--- config.mk ---
export PLATFORM = sky130hd
export DESIGN_NAME = ooo_core_top
export DESIGN_NICKNAME = d
export VERILOG_FILES = /design/src/verilog/ooo_pkg.sv /design/src/verilog/ooo_core_top.sv /design/src/verilog/exec_units.sv /design/src/verilog/rs.sv /design/src/verilog/rs_fu_config.sv /design/src/verilog/map_table.sv
export VERILOG_INCLUDE_DIRS = /design/src /design/src/verilog
export SDC_FILE = /design/constraint.sdc
export NUM_CORES = 2
export LEC_CHECK = 0
export BUFFER_PORTS_ARGS = -buffer_cell sky130_fd_sc_hd__clkbuf_2
export CAP_MARGIN = 10
export CORE_MARGIN = 5
export CORE_UTILIZATION = 25
export CTS_CLUSTER_DIAMETER = 30
export DETAILED_ROUTE_END_ITERATION = 10
export PLACE_DENSITY_LB_ADDON = 0.2
export SETUP_SLACK_MARGIN = 0.2
export SYNTH_ARGS = -nofsm -noshare
export SYNTH_HDL_FRONTEND = slang
export SYNTH_SLANG_ARGS = --single-unit
--- constraint.sdc ---
create_clock -name clock -period 54 [get_ports clock]
set_input_delay 16.2 -clock clock [delete_from_list [all_inputs] [get_ports clock]]
set_output_delay 16.2 -clock clock [all_outputs]
set_load 0.02 [all_outputs]
--- src/verilog/ooo_config.svh ---
`ifndef OOO_CONFIG_SVH
`define OOO_CONFIG_SVH

// Reservation-station entries, tag = entry number + 1
`define OOO_RS_ENTRIES 6

// Architectural register file
`define OOO_ARCH_REGS 16

// Datapath width
`define OOO_DATA_WIDTH 32

// Producer tag width, tag zero means value present
`define OOO_TAG_WIDTH 3

// Architectural register index width
`define OOO_REG_WIDTH 4

`endif
--- src/verilog/ooo_pkg.sv ---
`include "ooo_config.svh"

package ooo_pkg;

    // Data word on the operand and result paths
    typedef logic [`OOO_DATA_WIDTH-1:0] data_t;

    // Producer tag, zero when the value is already present
    typedef logic [`OOO_TAG_WIDTH-1:0] tag_t;

    // Architectural register index
    typedef logic [`OOO_REG_WIDTH-1:0] reg_idx_t;

    // Integer opcodes handled by the core
    typedef enum logic [2:0] {
        op_add,
        op_sub,
        op_xor,
        op_li,
        op_mul
    } op_e;

    // Functional-unit class of a station entry
    typedef enum logic {
        fu_alu,
        fu_mul
    } fu_class_e;

endpackage

--- src/verilog/ooo_core_top.sv ---
`include "ooo_config.svh"

module ooo_core_top (
    input  logic                                clock,
    input  logic                                reset,
    input  logic                                dispatch_valid,
    output logic                                dispatch_ready,
    input  ooo_pkg::op_e                        dispatch_op,
    input  ooo_pkg::reg_idx_t                   dispatch_dest,
    input  ooo_pkg::reg_idx_t                   dispatch_src1,
    input  ooo_pkg::reg_idx_t                   dispatch_src2,
    input  ooo_pkg::data_t                      dispatch_imm,
    input  logic                                cfg_valid,
    input  logic [$clog2(`OOO_RS_ENTRIES)-1:0]  cfg_entry,
    input  ooo_pkg::fu_class_e                  cfg_class,
    input  ooo_pkg::reg_idx_t                   read_addr,
    output ooo_pkg::data_t                      read_data,
    output logic                                cdb_valid,
    output ooo_pkg::tag_t                       cdb_tag,
    output ooo_pkg::reg_idx_t                   cdb_dest,
    output ooo_pkg::data_t                      cdb_value,
    output logic                                idle
);

    logic                        dispatch_fire;
    ooo_pkg::tag_t               alloc_tag;
    ooo_pkg::tag_t               src1_tag;
    ooo_pkg::tag_t               src2_tag;
    ooo_pkg::data_t              src1_value;
    ooo_pkg::data_t              src2_value;
    logic [`OOO_RS_ENTRIES-1:0]  entry_busy;
    ooo_pkg::fu_class_e          entry_class [`OOO_RS_ENTRIES];

    logic              alu_issue_valid;
    logic              alu_issue_ready;
    ooo_pkg::op_e      alu_issue_op;
    ooo_pkg::tag_t     alu_issue_tag;
    ooo_pkg::reg_idx_t alu_issue_dest;
    ooo_pkg::data_t    alu_issue_a;
    ooo_pkg::data_t    alu_issue_b;
    logic              mul_issue_valid;
    logic              mul_issue_ready;
    ooo_pkg::op_e      mul_issue_op;
    ooo_pkg::tag_t     mul_issue_tag;
    ooo_pkg::reg_idx_t mul_issue_dest;
    ooo_pkg::data_t    mul_issue_a;
    ooo_pkg::data_t    mul_issue_b;

    map_table u_map_table (.*);

    rs_fu_config u_rs_fu_config (.*);

    rs u_rs (.*);

    exec_units u_exec_units (.*);

endmodule

--- src/verilog/exec_units.sv ---
`include "ooo_config.svh"

module exec_units (
    input  logic               clock,
    input  logic               reset,
    input  logic               alu_issue_valid,
    output logic               alu_issue_ready,
    input  ooo_pkg::op_e       alu_issue_op,
    input  ooo_pkg::tag_t      alu_issue_tag,
    input  ooo_pkg::reg_idx_t  alu_issue_dest,
    input  ooo_pkg::data_t     alu_issue_a,
    input  ooo_pkg::data_t     alu_issue_b,
    input  logic               mul_issue_valid,
    output logic               mul_issue_ready,
    input  ooo_pkg::op_e       mul_issue_op,
    input  ooo_pkg::tag_t      mul_issue_tag,
    input  ooo_pkg::reg_idx_t  mul_issue_dest,
    input  ooo_pkg::data_t     mul_issue_a,
    input  ooo_pkg::data_t     mul_issue_b,
    output logic               cdb_valid,
    output ooo_pkg::tag_t      cdb_tag,
    output ooo_pkg::reg_idx_t  cdb_dest,
    output ooo_pkg::data_t     cdb_value
);

    // ALU holding register
    logic              alu_valid;
    ooo_pkg::tag_t     alu_tag;
    ooo_pkg::reg_idx_t alu_dest;
    ooo_pkg::data_t    alu_value;
    ooo_pkg::data_t    alu_result;
    logic              alu_sent;

    // Multiplier pipeline, stage 3 drives the CDB
    logic [2:0]        mul_v;
    ooo_pkg::op_e      mul_op1;
    ooo_pkg::data_t    mul_a1;
    ooo_pkg::data_t    mul_b1;
    ooo_pkg::tag_t     mul_tag [3];
    ooo_pkg::reg_idx_t mul_dest [3];
    ooo_pkg::data_t    mul_p2;
    ooo_pkg::data_t    mul_p3;

    always_comb begin
        case (alu_issue_op)
            ooo_pkg::op_add: alu_result = alu_issue_a + alu_issue_b;
            ooo_pkg::op_sub: alu_result = alu_issue_a - alu_issue_b;
            ooo_pkg::op_xor: alu_result = alu_issue_a ^ alu_issue_b;
            ooo_pkg::op_li:  alu_result = alu_issue_b;
            default:         alu_result = '0;
        endcase
    end

    // The held result leaves only when the multiplier is not broadcasting
    assign alu_sent        = alu_valid && !mul_v[2];
    assign alu_issue_ready = !alu_valid || alu_sent;
    assign mul_issue_ready = 1'b1;

    always_ff @(posedge clock or posedge reset) begin
        if (reset) begin
            alu_valid <= 1'b0;
            mul_v     <= '0;
        end else begin
            if (alu_issue_valid && alu_issue_ready) begin
                alu_valid <= 1'b1;
            end else if (alu_sent) begin
                alu_valid <= 1'b0;
            end
            mul_v <= {mul_v[1:0], mul_issue_valid && mul_issue_ready};
        end
    end

    always_ff @(posedge clock) begin
        if (alu_issue_valid && alu_issue_ready) begin
            alu_tag   <= alu_issue_tag;
            alu_dest  <= alu_issue_dest;
            alu_value <= alu_result;
        end
        mul_op1     <= mul_issue_op;
        mul_a1      <= mul_issue_a;
        mul_b1      <= mul_issue_b;
        mul_tag[0]  <= mul_issue_tag;
        mul_dest[0] <= mul_issue_dest;
        // Low half of the product only
        mul_p2      <= (mul_op1 == ooo_pkg::op_mul) ? mul_a1 * mul_b1 : '0;
        mul_tag[1]  <= mul_tag[0];
        mul_dest[1] <= mul_dest[0];
        mul_p3      <= mul_p2;
        mul_tag[2]  <= mul_tag[1];
        mul_dest[2] <= mul_dest[1];
    end

    // Multiplier has fixed priority on the CDB
    assign cdb_valid = mul_v[2] || alu_valid;
    assign cdb_tag   = mul_v[2] ? mul_tag[2] : alu_tag;
    assign cdb_dest  = mul_v[2] ? mul_dest[2] : alu_dest;
    assign cdb_value = mul_v[2] ? mul_p3 : alu_value;

endmodule

--- src/verilog/rs.sv ---
`include "ooo_config.svh"

module rs (
    input  logic                        clock,
    input  logic                        reset,
    input  logic                        dispatch_valid,
    output logic                        dispatch_ready,
    input  ooo_pkg::op_e                dispatch_op,
    input  ooo_pkg::reg_idx_t           dispatch_dest,
    input  ooo_pkg::data_t              dispatch_imm,
    input  ooo_pkg::tag_t               src1_tag,
    input  ooo_pkg::tag_t               src2_tag,
    input  ooo_pkg::data_t              src1_value,
    input  ooo_pkg::data_t              src2_value,
    output ooo_pkg::tag_t               alloc_tag,
    output logic                        dispatch_fire,
    input  ooo_pkg::fu_class_e          entry_class [`OOO_RS_ENTRIES],
    output logic [`OOO_RS_ENTRIES-1:0]  entry_busy,
    output logic                        alu_issue_valid,
    output logic                        mul_issue_valid,
    input  logic                        alu_issue_ready,
    input  logic                        mul_issue_ready,
    output ooo_pkg::op_e                alu_issue_op,
    output ooo_pkg::op_e                mul_issue_op,
    output ooo_pkg::tag_t               alu_issue_tag,
    output ooo_pkg::tag_t               mul_issue_tag,
    output ooo_pkg::reg_idx_t           alu_issue_dest,
    output ooo_pkg::reg_idx_t           mul_issue_dest,
    output ooo_pkg::data_t              alu_issue_a,
    output ooo_pkg::data_t              alu_issue_b,
    output ooo_pkg::data_t              mul_issue_a,
    output ooo_pkg::data_t              mul_issue_b,
    input  logic                        cdb_valid,
    input  ooo_pkg::tag_t               cdb_tag,
    input  ooo_pkg::data_t              cdb_value,
    output logic                        idle
);

    localparam int N     = `OOO_RS_ENTRIES;
    localparam int IDX_W = $clog2(N);

    logic [N-1:0]      busy;
    logic [N-1:0]      issued;
    logic [N-1:0]      ready;
    ooo_pkg::op_e      op   [N];
    ooo_pkg::reg_idx_t dest [N];
    ooo_pkg::tag_t     t1   [N];
    ooo_pkg::tag_t     t2   [N];
    ooo_pkg::data_t    v1   [N];
    ooo_pkg::data_t    v2   [N];

    ooo_pkg::fu_class_e need_class;
    ooo_pkg::tag_t      new_t1;
    ooo_pkg::tag_t      new_t2;
    ooo_pkg::data_t     new_v1;
    ooo_pkg::data_t     new_v2;

    logic             alu_found;
    logic             mul_found;
    logic [IDX_W-1:0] alu_sel;
    logic [IDX_W-1:0] mul_sel;
    logic             alu_fire;
    logic             mul_fire;

    assign need_class = (dispatch_op == ooo_pkg::op_mul) ? ooo_pkg::fu_mul : ooo_pkg::fu_alu;

    // Lowest free entry of the needed class, descending scan so the lowest wins
    always_comb begin
        dispatch_ready = 1'b0;
        alloc_tag      = '0;
        for (int i = N - 1; i >= 0; i--) begin
            if (!busy[i] && entry_class[i] == need_class) begin
                dispatch_ready = 1'b1;
                alloc_tag      = ooo_pkg::tag_t'(i + 1);
            end
        end
    end

    assign dispatch_fire = dispatch_valid && dispatch_ready;

    // li carries its immediate as operand b, source 1 is ignored
    always_comb begin
        if (dispatch_op == ooo_pkg::op_li) begin
            new_t1 = '0;
            new_v1 = '0;
            new_t2 = '0;
            new_v2 = dispatch_imm;
        end else begin
            new_t1 = src1_tag;
            new_v1 = src1_value;
            new_t2 = src2_tag;
            new_v2 = src2_value;
        end
    end

    // Issue select per unit, lowest ready entry first
    always_comb begin
        alu_found = 1'b0;
        mul_found = 1'b0;
        alu_sel   = '0;
        mul_sel   = '0;
        for (int i = N - 1; i >= 0; i--) begin
            ready[i] = busy[i] && !issued[i] && t1[i] == '0 && t2[i] == '0;
            if (ready[i] && op[i] != ooo_pkg::op_mul) begin
                alu_found = 1'b1;
                alu_sel   = IDX_W'(i);
            end
            if (ready[i] && op[i] == ooo_pkg::op_mul) begin
                mul_found = 1'b1;
                mul_sel   = IDX_W'(i);
            end
        end
    end

    assign alu_issue_valid = alu_found;
    assign mul_issue_valid = mul_found;
    assign alu_fire        = alu_found && alu_issue_ready;
    assign mul_fire        = mul_found && mul_issue_ready;

    assign alu_issue_op   = op[alu_sel];
    assign alu_issue_tag  = ooo_pkg::tag_t'(alu_sel) + ooo_pkg::tag_t'(1);
    assign alu_issue_dest = dest[alu_sel];
    assign alu_issue_a    = v1[alu_sel];
    assign alu_issue_b    = v2[alu_sel];
    assign mul_issue_op   = op[mul_sel];
    assign mul_issue_tag  = ooo_pkg::tag_t'(mul_sel) + ooo_pkg::tag_t'(1);
    assign mul_issue_dest = dest[mul_sel];
    assign mul_issue_a    = v1[mul_sel];
    assign mul_issue_b    = v2[mul_sel];

    // Entry control: allocate, issue, wakeup and free on own broadcast
    always_ff @(posedge clock or posedge reset) begin
        if (reset) begin
            busy   <= '0;
            issued <= '0;
            for (int i = 0; i < N; i++) begin
                t1[i] <= '0;
                t2[i] <= '0;
            end
        end else begin
            for (int i = 0; i < N; i++) begin
                if (dispatch_fire && alloc_tag == ooo_pkg::tag_t'(i + 1)) begin
                    busy[i]   <= 1'b1;
                    issued[i] <= 1'b0;
                    t1[i]     <= new_t1;
                    t2[i]     <= new_t2;
                end else if (busy[i]) begin
                    if ((alu_fire && int'(alu_sel) == i) || (mul_fire && int'(mul_sel) == i)) begin
                        issued[i] <= 1'b1;
                    end
                    if (cdb_valid && t1[i] != '0 && t1[i] == cdb_tag) begin
                        t1[i] <= '0;
                    end
                    if (cdb_valid && t2[i] != '0 && t2[i] == cdb_tag) begin
                        t2[i] <= '0;
                    end
                    if (cdb_valid && cdb_tag == ooo_pkg::tag_t'(i + 1)) begin
                        busy[i]   <= 1'b0;
                        issued[i] <= 1'b0;
                    end
                end
            end
        end
    end

    // Entry payload and operand capture
    always_ff @(posedge clock) begin
        for (int i = 0; i < N; i++) begin
            if (dispatch_fire && alloc_tag == ooo_pkg::tag_t'(i + 1)) begin
                op[i]   <= dispatch_op;
                dest[i] <= dispatch_dest;
                v1[i]   <= new_v1;
                v2[i]   <= new_v2;
            end else begin
                if (cdb_valid && t1[i] != '0 && t1[i] == cdb_tag) begin
                    v1[i] <= cdb_value;
                end
                if (cdb_valid && t2[i] != '0 && t2[i] == cdb_tag) begin
                    v2[i] <= cdb_value;
                end
            end
        end
    end

    assign entry_busy = busy;
    assign idle       = busy == '0;

endmodule

--- src/verilog/rs_fu_config.sv ---
`include "ooo_config.svh"

module rs_fu_config (
    input  logic                                 clock,
    input  logic                                 reset,
    input  logic                                 cfg_valid,
    input  logic [$clog2(`OOO_RS_ENTRIES)-1:0]   cfg_entry,
    input  ooo_pkg::fu_class_e                   cfg_class,
    input  logic [`OOO_RS_ENTRIES-1:0]           entry_busy,
    output ooo_pkg::fu_class_e                   entry_class [`OOO_RS_ENTRIES]
);

    // Last two entries serve the multiplier by default
    localparam int ALU_DEFAULT = `OOO_RS_ENTRIES - 2;

    ooo_pkg::fu_class_e class_q [`OOO_RS_ENTRIES];
    logic               cfg_accept;

    // Ignore writes outside the station and writes to a waiting entry
    always_comb begin
        cfg_accept = 1'b0;
        if (cfg_valid && int'(cfg_entry) < `OOO_RS_ENTRIES) begin
            cfg_accept = !entry_busy[cfg_entry];
        end
    end

    always_ff @(posedge clock or posedge reset) begin
        if (reset) begin
            for (int i = 0; i < `OOO_RS_ENTRIES; i++) begin
                if (i < ALU_DEFAULT) begin
                    class_q[i] <= ooo_pkg::fu_alu;
                end else begin
                    class_q[i] <= ooo_pkg::fu_mul;
                end
            end
        end else if (cfg_accept) begin
            class_q[cfg_entry] <= cfg_class;
        end
    end

    always_comb begin
        for (int i = 0; i < `OOO_RS_ENTRIES; i++) begin
            entry_class[i] = class_q[i];
        end
    end

endmodule

--- src/verilog/map_table.sv ---
`include "ooo_config.svh"

module map_table (
    input  logic               clock,
    input  logic               reset,
    input  logic               dispatch_fire,
    input  ooo_pkg::reg_idx_t  dispatch_dest,
    input  ooo_pkg::reg_idx_t  dispatch_src1,
    input  ooo_pkg::reg_idx_t  dispatch_src2,
    input  ooo_pkg::tag_t      alloc_tag,
    output ooo_pkg::tag_t      src1_tag,
    output ooo_pkg::tag_t      src2_tag,
    output ooo_pkg::data_t     src1_value,
    output ooo_pkg::data_t     src2_value,
    input  logic               cdb_valid,
    input  ooo_pkg::tag_t      cdb_tag,
    input  ooo_pkg::reg_idx_t  cdb_dest,
    input  ooo_pkg::data_t     cdb_value,
    input  ooo_pkg::reg_idx_t  read_addr,
    output ooo_pkg::data_t     read_data
);

    ooo_pkg::data_t regs [`OOO_ARCH_REGS];
    ooo_pkg::tag_t  tags [`OOO_ARCH_REGS];

    logic cdb_commit;

    // Only the current producer of a register may commit into it
    assign cdb_commit = cdb_valid && tags[cdb_dest] == cdb_tag;

    // Source lookup with bypass of a broadcast in the same cycle
    always_comb begin
        src1_tag   = tags[dispatch_src1];
        src1_value = regs[dispatch_src1];
        if (src1_tag != '0 && cdb_valid && cdb_tag == src1_tag) begin
            src1_tag   = '0;
            src1_value = cdb_value;
        end
        src2_tag   = tags[dispatch_src2];
        src2_value = regs[dispatch_src2];
        if (src2_tag != '0 && cdb_valid && cdb_tag == src2_tag) begin
            src2_tag   = '0;
            src2_value = cdb_value;
        end
    end

    always_ff @(posedge clock or posedge reset) begin
        if (reset) begin
            for (int i = 0; i < `OOO_ARCH_REGS; i++) begin
                regs[i] <= '0;
                tags[i] <= '0;
            end
        end else begin
            if (cdb_commit) begin
                regs[cdb_dest] <= cdb_value;
                tags[cdb_dest] <= '0;
            end
            // A new rename overrides the retire of the older producer
            if (dispatch_fire) begin
                tags[dispatch_dest] <= alloc_tag;
            end
        end
    end

    assign read_data = regs[read_addr];

endmodule

==> flow_summary.ini <==
[run_status]
status = completed

[logic_synthesis]
synth_area_leaders = dfrtp_1 (18%), edfxtp_1 (17%), mux4_2 (15%)
synth-main-ff-cell = dfrtp_1
synth.avg_cell_area_um2 = 10.18
synth-seq-cells = 1235
ys_seq_area_share_pct = 38.45
netlist.area_leader.share_pct = 18.25
synth-async-reset-ratio_pct = 50.04
yosys_warnings = 0
synth_nets = 8930
ys_types = 89
yosysMostFrequentCell = nand2_1
synth_area_leader_cell = dfrtp_1
synth_common_cells = nand2_1 (1,295), nor2_1 (905), a21oi_1 (666)
netlist_area_mm2 = 0.08446
syn_inst = 8297
synth-edff-count = 465

[final_layout]
design_area_mm2 = 0.1009
layout-area-overhead-vs-synth_pct = 19.51
nFillCells = 34490
fin_nets = 8879
multi_input_area_mm2 = 0.04819
seqCellArea_mm2 = 0.03248
drive_above_1_share_pct = 18.33

[floorplan]
row_count = 213
core-area_mm2 = 0.3366
die_h_um = 591.2
die_w_um = 591.2
dieArea_mm2 = 0.3496
start_util_pct = 25.09
io_pins = 133

[cts]
root_buffer = clkbuf_16
clock_latency_ns = 0.85
cts_resized = 0
cts_setup_buffers = 0
path_clk_slew_ns = 0.04
cts.sinks = 1235
postCtsHoldBufs = 0
cts_max_path_buffers = 4
htree_levels = 5
cts_tree = done
cts_buffers = 311

[timing]
whs_ns = 0.3198
fin_setup_tns_ns = 0
post-route-period-util_pct = 65.02
fin_skew_ns = 0.04677
hold_violations = 0
tightest_slew_ns = 1.274
fmax_mhz = 28.48
min_period_ns = 35.11
slew_headroom_pct = 14.14
rsz0062_at_grt = false
drv_slew = 0
setup_violations = 0

[routing]
wl_met3_um = 18770
routed_wl_um = 310100
avgViaCountPerCell = 4.987
wl_per_cell_um = 23.83
drc = 0
final_antenna_net_count = 0
vias = 64900
drt_iter0_drc = 5542
met2WireLength_um = 150700
firstDrtPassIters = 6
wl_met1_um = 133100
top_layer_used = met5

[worst_setup_path]
path_class = in -> out
end_kind = output pin
setup.worst_path.start_class = input port
worst-endpoint-required_ns = 37.80
arrival_ns = 18.91
cp_max_fo = 84

[global_routing]
overflow = 0
grt_pass1_wl_um = 459000
grt_usage_pct = 17.46
antenna_found_initial = 29
grt_max_degree = 108
grt_pass1_vias = 66110

[placement]
gp_congestion = 0.8235
dpl_cell_area_mm2 = 0.09018
dp_hpwl_um = 199600
io_buffers = 132

[flow_run]
cap_viol_max_count = 0

[min_path]
hold_class = reg -> reg
[through the flow]
| step | cells | worst slack (ns) | util [%] |
|---|---|---|---|
| floorplan | 8297 | 19.40 | - |
| global placement | 12450 | 18.90 | 26.79 |
| detailed placement | 12450 | 18.83 | 26.79 |
| CTS | 13000 | 18.84 | 29.98 |
| global route | 13010 | 18.71 | 29.98 |
| finish | 13010 | 18.89 | 29.99 |
[logic make-up after synthesis]
logic type	Yosys count	share of synthesized area, %
xor gates and xnor gates	203	2.105
buffers and inverters	1152	5.416
AOI/OAI and AO/OA	1588	10.40
and+or+nand+nor	2874	14.88
muxes	671	16.61
adders and majority gates	574	12.14
DFF	1235	38.45
[final timing paths]
check,from,endpoint,slack [ns],depth (start not counted)
max,read_addr[1],read_data[13],18.89,5
min,u_exec_units.mul_p2[10],u_exec_units.mul_p3[10],0.32,0
max reg2reg,u_rs.t1[0],u_exec_units.alu_value[30],45.15,26
min reg2reg,u_exec_units.mul_p2[10],u_exec_units.mul_p3[10],0.32,0
max in group asynchronous,reset,u_map_table.regs[87],35.60,5
min in group asynchronous,reset,u_map_table.tags[17],15.55,2
[layer usage]
layer,up-vias,GRT usage [%]
met5,-,0
met1,33280,23.10
met2,2267,29.76
met3,476,2.866
li1,28860,-
met4,8,4.390
[flip-flops by register name, summed over array words and instances (netlist names), 4 cells and up]
signal                      flops
u_map_table.regs              512
u_rs.v1                       192
u_rs.v2                       192
u_map_table.tags               48
u_exec_units.alu_value         32
u_exec_units.mul_a1            32
u_exec_units.mul_b1            32
u_exec_units.mul_p2            32
u_exec_units.mul_p3            32
u_rs.dest                      24
u_rs.op                        18
u_rs.t1                        18
u_rs.t2                        18
u_exec_units.mul_dest          12
u_exec_units.mul_tag            9
u_rs.entry_busy                 6
u_rs.issued                     6
u_rs_fu_config.entry_class      6
u_exec_units.alu_dest           4
[cell usage in the layout (no fill, tap or decap), drive strengths merged, types with 11 or more instances in the layout]
master and instances:
nand2 1296, and3 48, mux2i 75, nor3 38, nand3 83, o21ai 603
dfxtp 152, nand4 13, clkinv 82, a21o 26, and2 347, clkinvlp 26
or3 16, clkbuf 526, xnor2 151, inv 487, mux2 15, xor2 52
nand2b 26, fa 409, a311oi 13, a21oi 666, edfxtp 465, dfrtp 616
a31oi 57, nor2b 13, bufinv 35, nor3b 22, buf 190, mux4 581
or2 11, nor2 906, a311o 15, a211oi 28, o211ai 12, nor4 23
ha 165, o22ai 72, a32o 15
[final cells by class]
cell class	instances	area share, %
Multi-Input combinational cell	5910	47.74
Sequential cell	1235	32.18
Clock buffer	402	8.646
Tap cell	4515	5.597
Timing Repair Buffer	314	2.063
Clock inverter	156	1.977
Inverter	474	1.778
Antenna cell	8	0.01983
[worst max-delay path, stage by stage]
cell      delay [ns]
buf_6           0.70
buf_4           0.70
mux4_2          0.59
mux4_2          0.47
clkbuf_2        0.18
Power is not shown: default switching activity piles up to over one toggle a cycle in this logic, so the estimate is an artifact.
